`src/hdl/dcache_geom_pkg.sv`:
```
package dcache_geom_pkg;

    // ====================
    // Word and line sizes
    // ====================
    localparam int XLEN        = 32;
    localparam int LINE_WORDS  = 4;
    localparam int LINE_BITS   = XLEN * LINE_WORDS;

    // ====================
    // Address split
    // ====================
    // Byte inside word, word inside line, then set index and tag
    localparam int BYTE_BITS   = 2;
    localparam int OFFSET_BITS = $clog2(LINE_WORDS);
    localparam int INDEX_BITS  = 4;
    localparam int N_SETS      = 1 << INDEX_BITS;
    localparam int TAG_BITS    = XLEN - INDEX_BITS - OFFSET_BITS - BYTE_BITS;

    // Widest associativity the way-enable field can carry
    localparam int MAX_WAYS    = 4;

    typedef logic [XLEN-1:0]      word_t;
    // Word 0 sits in the low bits
    typedef logic [LINE_BITS-1:0] line_t;
    typedef logic [XLEN/8-1:0]    be_t;

    typedef struct packed {
        logic [TAG_BITS-1:0]    tag;
        logic [INDEX_BITS-1:0]  index;
        logic [OFFSET_BITS-1:0] offset;
        logic [BYTE_BITS-1:0]   byte_off;
    } addr_fields_t;

    // Flat word towards memory, split fields inside the cache
    typedef union packed {
        word_t        raw;
        addr_fields_t f;
    } addr_u;

endpackage

```
`src/hdl/dcache_merge.sv`:
```
`timescale 1ns/1ps

module dcache_merge (
    input  dcache_geom_pkg::line_t                  line_i,
    input  logic [dcache_geom_pkg::OFFSET_BITS-1:0] offset_i,
    input  dcache_geom_pkg::word_t                  wdata_i,
    input  dcache_geom_pkg::be_t                    be_i,
    output dcache_geom_pkg::word_t                  word_o,
    output dcache_geom_pkg::line_t                  line_o
);

    import dcache_geom_pkg::*;

    word_t words [LINE_WORDS];
    word_t merged;

    // ====================
    // Word select
    // ====================
    // Split the line, word 0 lowest
    always_comb begin
        for (int w = 0; w < LINE_WORDS; w++) begin
            words[w] = line_i[w*XLEN +: XLEN];
        end
    end

    // Read data for the addressed word
    assign word_o = words[offset_i];

    // ====================
    // Byte merge
    // ====================
    // Enabled bytes from the store, the rest kept
    always_comb begin
        for (int b = 0; b < XLEN/8; b++) begin
            merged[b*8 +: 8] = be_i[b] ? wdata_i[b*8 +: 8] : word_o[b*8 +: 8];
        end
    end

    // Rebuild the line around the merged word
    always_comb begin
        for (int w = 0; w < LINE_WORDS; w++) begin
            if (offset_i == OFFSET_BITS'(w)) begin
                line_o[w*XLEN +: XLEN] = merged;
            end else begin
                line_o[w*XLEN +: XLEN] = words[w];
            end
        end
    end

endmodule

```
`config.mk`:
```
export PLATFORM = sky130hd
export DESIGN_NAME = dcache_merge
export DESIGN_NICKNAME = d
export VERILOG_FILES = /design/src/hdl/dcache_geom_pkg.sv /design/src/hdl/dcache_merge.sv
export SDC_FILE = /design/constraint.sdc
export NUM_CORES = 1
export LEC_CHECK = 0
export ABC_AREA = 1
export BUFFER_PORTS_ARGS = -buffer_cell sky130_fd_sc_hd__buf_2
export CORE_AREA = 4 4 124 126
export DETAILED_ROUTE_END_ITERATION = 10
export DIE_AREA = 0 0 128 130
export SYNTH_ARGS = -nofsm -noshare
export SYNTH_HDL_FRONTEND = slang
export SYNTH_SLANG_ARGS = --single-unit
```
`constraint.sdc`:
```
create_clock -name vclk -period 2.4
set_input_delay 0.6 -clock vclk [all_inputs]
set_output_delay 0.6 -clock vclk [all_outputs]
set_load 0.01 [all_outputs]
```
==> impl_metrics.ini <==
[synthesis]
synth_top_family_by_area = simple AND/OR/NAND/NOR gates
synthesis.nets = 965
synth_compound_area_share_pct = 0
synth_area_sq_um = 3310
syn_inst = 799
synth_top_cell_by_area = nand2_1
synth_top_area_share_pct = 62.0
synth.area.mux_share_pct = 0
yosys-top-cells-area = nand2_1 (62%), nand3_1 (24%), or2_2 (6.1%)
synth_commonest_cells = nand2_1 (546), nand3_1 (160), or2_2 (32), clkbuf_1 (27), buf_2 (17)
yosys.area_share.simple_pct = 92.4
ys_warn_count = 0
synth-xor-area-share_pct = 0
ys_seq_area_share_pct = 0
yosysMostFrequentCell = nand2_1
synth_area_per_cell_sq_um = 4.14
synth_cell_type_count = 10
synth-adder-area-share_pct = 0

[worst_setup_path]
path_max_fanout = 28
worstSetupStartpointType = input pin
worst-endpoint-required_ns = 1.80
crit_arrival_ns = 1.73
critPathKind = in -> out
end_kind = output pin

[die]
die_h_um = 130
dieArea_sq_um = 16600
rows = 44
die_w_um = 128
initial_core_util_pct = 23.1
core_area_sq_um = 14300
ios = 326

[global_route]
grt_first_pass_wirelength_um = 29500
grt_pass1_vias = 5731
grt_usage_pct = 21.4
grtUsageMet1_pct = 27.2
gr-max-usage-layer = met2
grt_use_met2_pct = 37.5
grt_use_met3_pct = 2.87
grt-ovfl-total = 0
grt_max_degree = 57
antenna_found_initial = 1

[pwr]
power_mw = 1.33
ir_worst_vdd_uv = 80.8
power_per_cell_area_nw_per_um2 = 238
power_leakage_nw = 3.77

[sta]
setup_tns_ns = 0
fin_crit_sh_pct = 97.2
rsz0062_at_grt = false
slew_headroom_pct = 83.3
period_minus_slack_ns = 2.33
drv_slew = 0
setup_slack_ns = 0.0684
max_freq_ghz = 0.429
setup_violations = 0
final_hold_viol_count = 0
max_slew.worst_pin.slew_ns = 0.250

[final_layout]
area_growth_pct = 68.3
drive_above_1_share_pct = 36.8
seq_area_sq_um = 0
n_clock_buffer = 0
nets = 1285
stdcell_count = 1302
n_sequential_cell = 0

[placement]
numPlacedInstances = 1296
place_ws_ns = 0.0597
routabilityCongestion = 1.02
place_hpwl_um = 15600
portBuffers = 326

[detailed_routing]
drcViolationCount = 0
vias = 6498
post_drt_wl_per_cell_um = 16.3
via_per_inst = 4.99
drtIter0Drc = 615
wl_um = 21200
drtAntennaViolNets = 0
first_pass_iters = 6

[min_path]
hold-path-cell-count = 4
hold_start = line_i[22]
hold-path-endpoint = line_o[22]
holdCritPathClass = in -> out

[flow_run]
drv_cap = 0

[outcome]
outcome = finished clean
-- worst max-delay path, cell delays in order --
cell	delay [ns]
buf_4	0.18
clkbuf_16	0.26
nand2_1	0.07
nand2_1	0.07
nand2_1	0.06
nand3_1	0.16
nand3_1	0.10
nand2_1	0.10
buf_2	0.13
-- area by class of cell --
type	instances	area, sq um
Fill cell	1699	8750
Multi-Input combinational cell	740	3110
Timing Repair Buffer	367	2180
Tap cell	184	230
Inverter	10	45.0
Antenna cell	1	2.50
-- worst max-delay path by stage --
stage / from / endpoint / slack, ns / cells after the start
after floorplan: offset_i[1] / line_o[33] / 0.27 / 7
after global placement: offset_i[0] / line_o[0] / 0.06 / 9
after detailed placement: offset_i[0] / line_o[57] / 0.06 / 8
after CTS: offset_i[0] / line_o[57] / 0.06 / 8
after global routing: offset_i[0] / line_o[38] / 0.00009 / 8
final: offset_i[0] / line_o[77] / 0.07 / 9
-- cells in the final DEF, fill, tap and decap left out, drive strengths merged --
| cell type | n |
|---|---|
| nand2 | 546 |
| buf | 362 |
| nand3 | 160 |
| or2 | 32 |
| inv | 10 |
| clkbuf | 5 |
| nor2 | 2 |
| diode | 1 |
-- cells by family (layout without fill, tap and decap cells) --
group / count (synthesis) / count (layout)
and+or+nand+nor: 740 / 740
buffers and inverters: 59 / 377
other: 0 / 1
-- where the power goes --
group | switching (mW) | total (mW) | internal [mW] | leakage (nW)
sequential | 0 | 0 | 0 | 0
clock | 0 | 0.0000000557 | 0.0000000557 | 0.00000634
combinational | 0.789 | 1.33 | 0.538 | 3.77
-- per-layer routing --
layer  vias to the layer above  share of wire, %  wire, um
li1                       3152                 -         -
met5                         -                 0         0
met4                         0               2.6       560
met3                        56                11      2340
met1                      2827                38      8010
met2                       463                49     10300
-- metrics by stage --
stage	cell area, sq um	hold slack (ns)	utilization (%)
after floorplan	3310	1.32	-
after CTS	5380	1.50	37.6
final	5570	1.50	38.9
after global placement	5380	1.50	37.6
after detailed placement	5380	1.50	37.6
after global routing	5570	1.52	38.9
-- timing repair --
item | in CTS | in global routing
endpoints found under the setup margin | 0 | 83
hold buffers | 0 | 0
resized for setup | 0 | 17
setup buffers | 0 | 0
(Power assumes the default switching activity.)
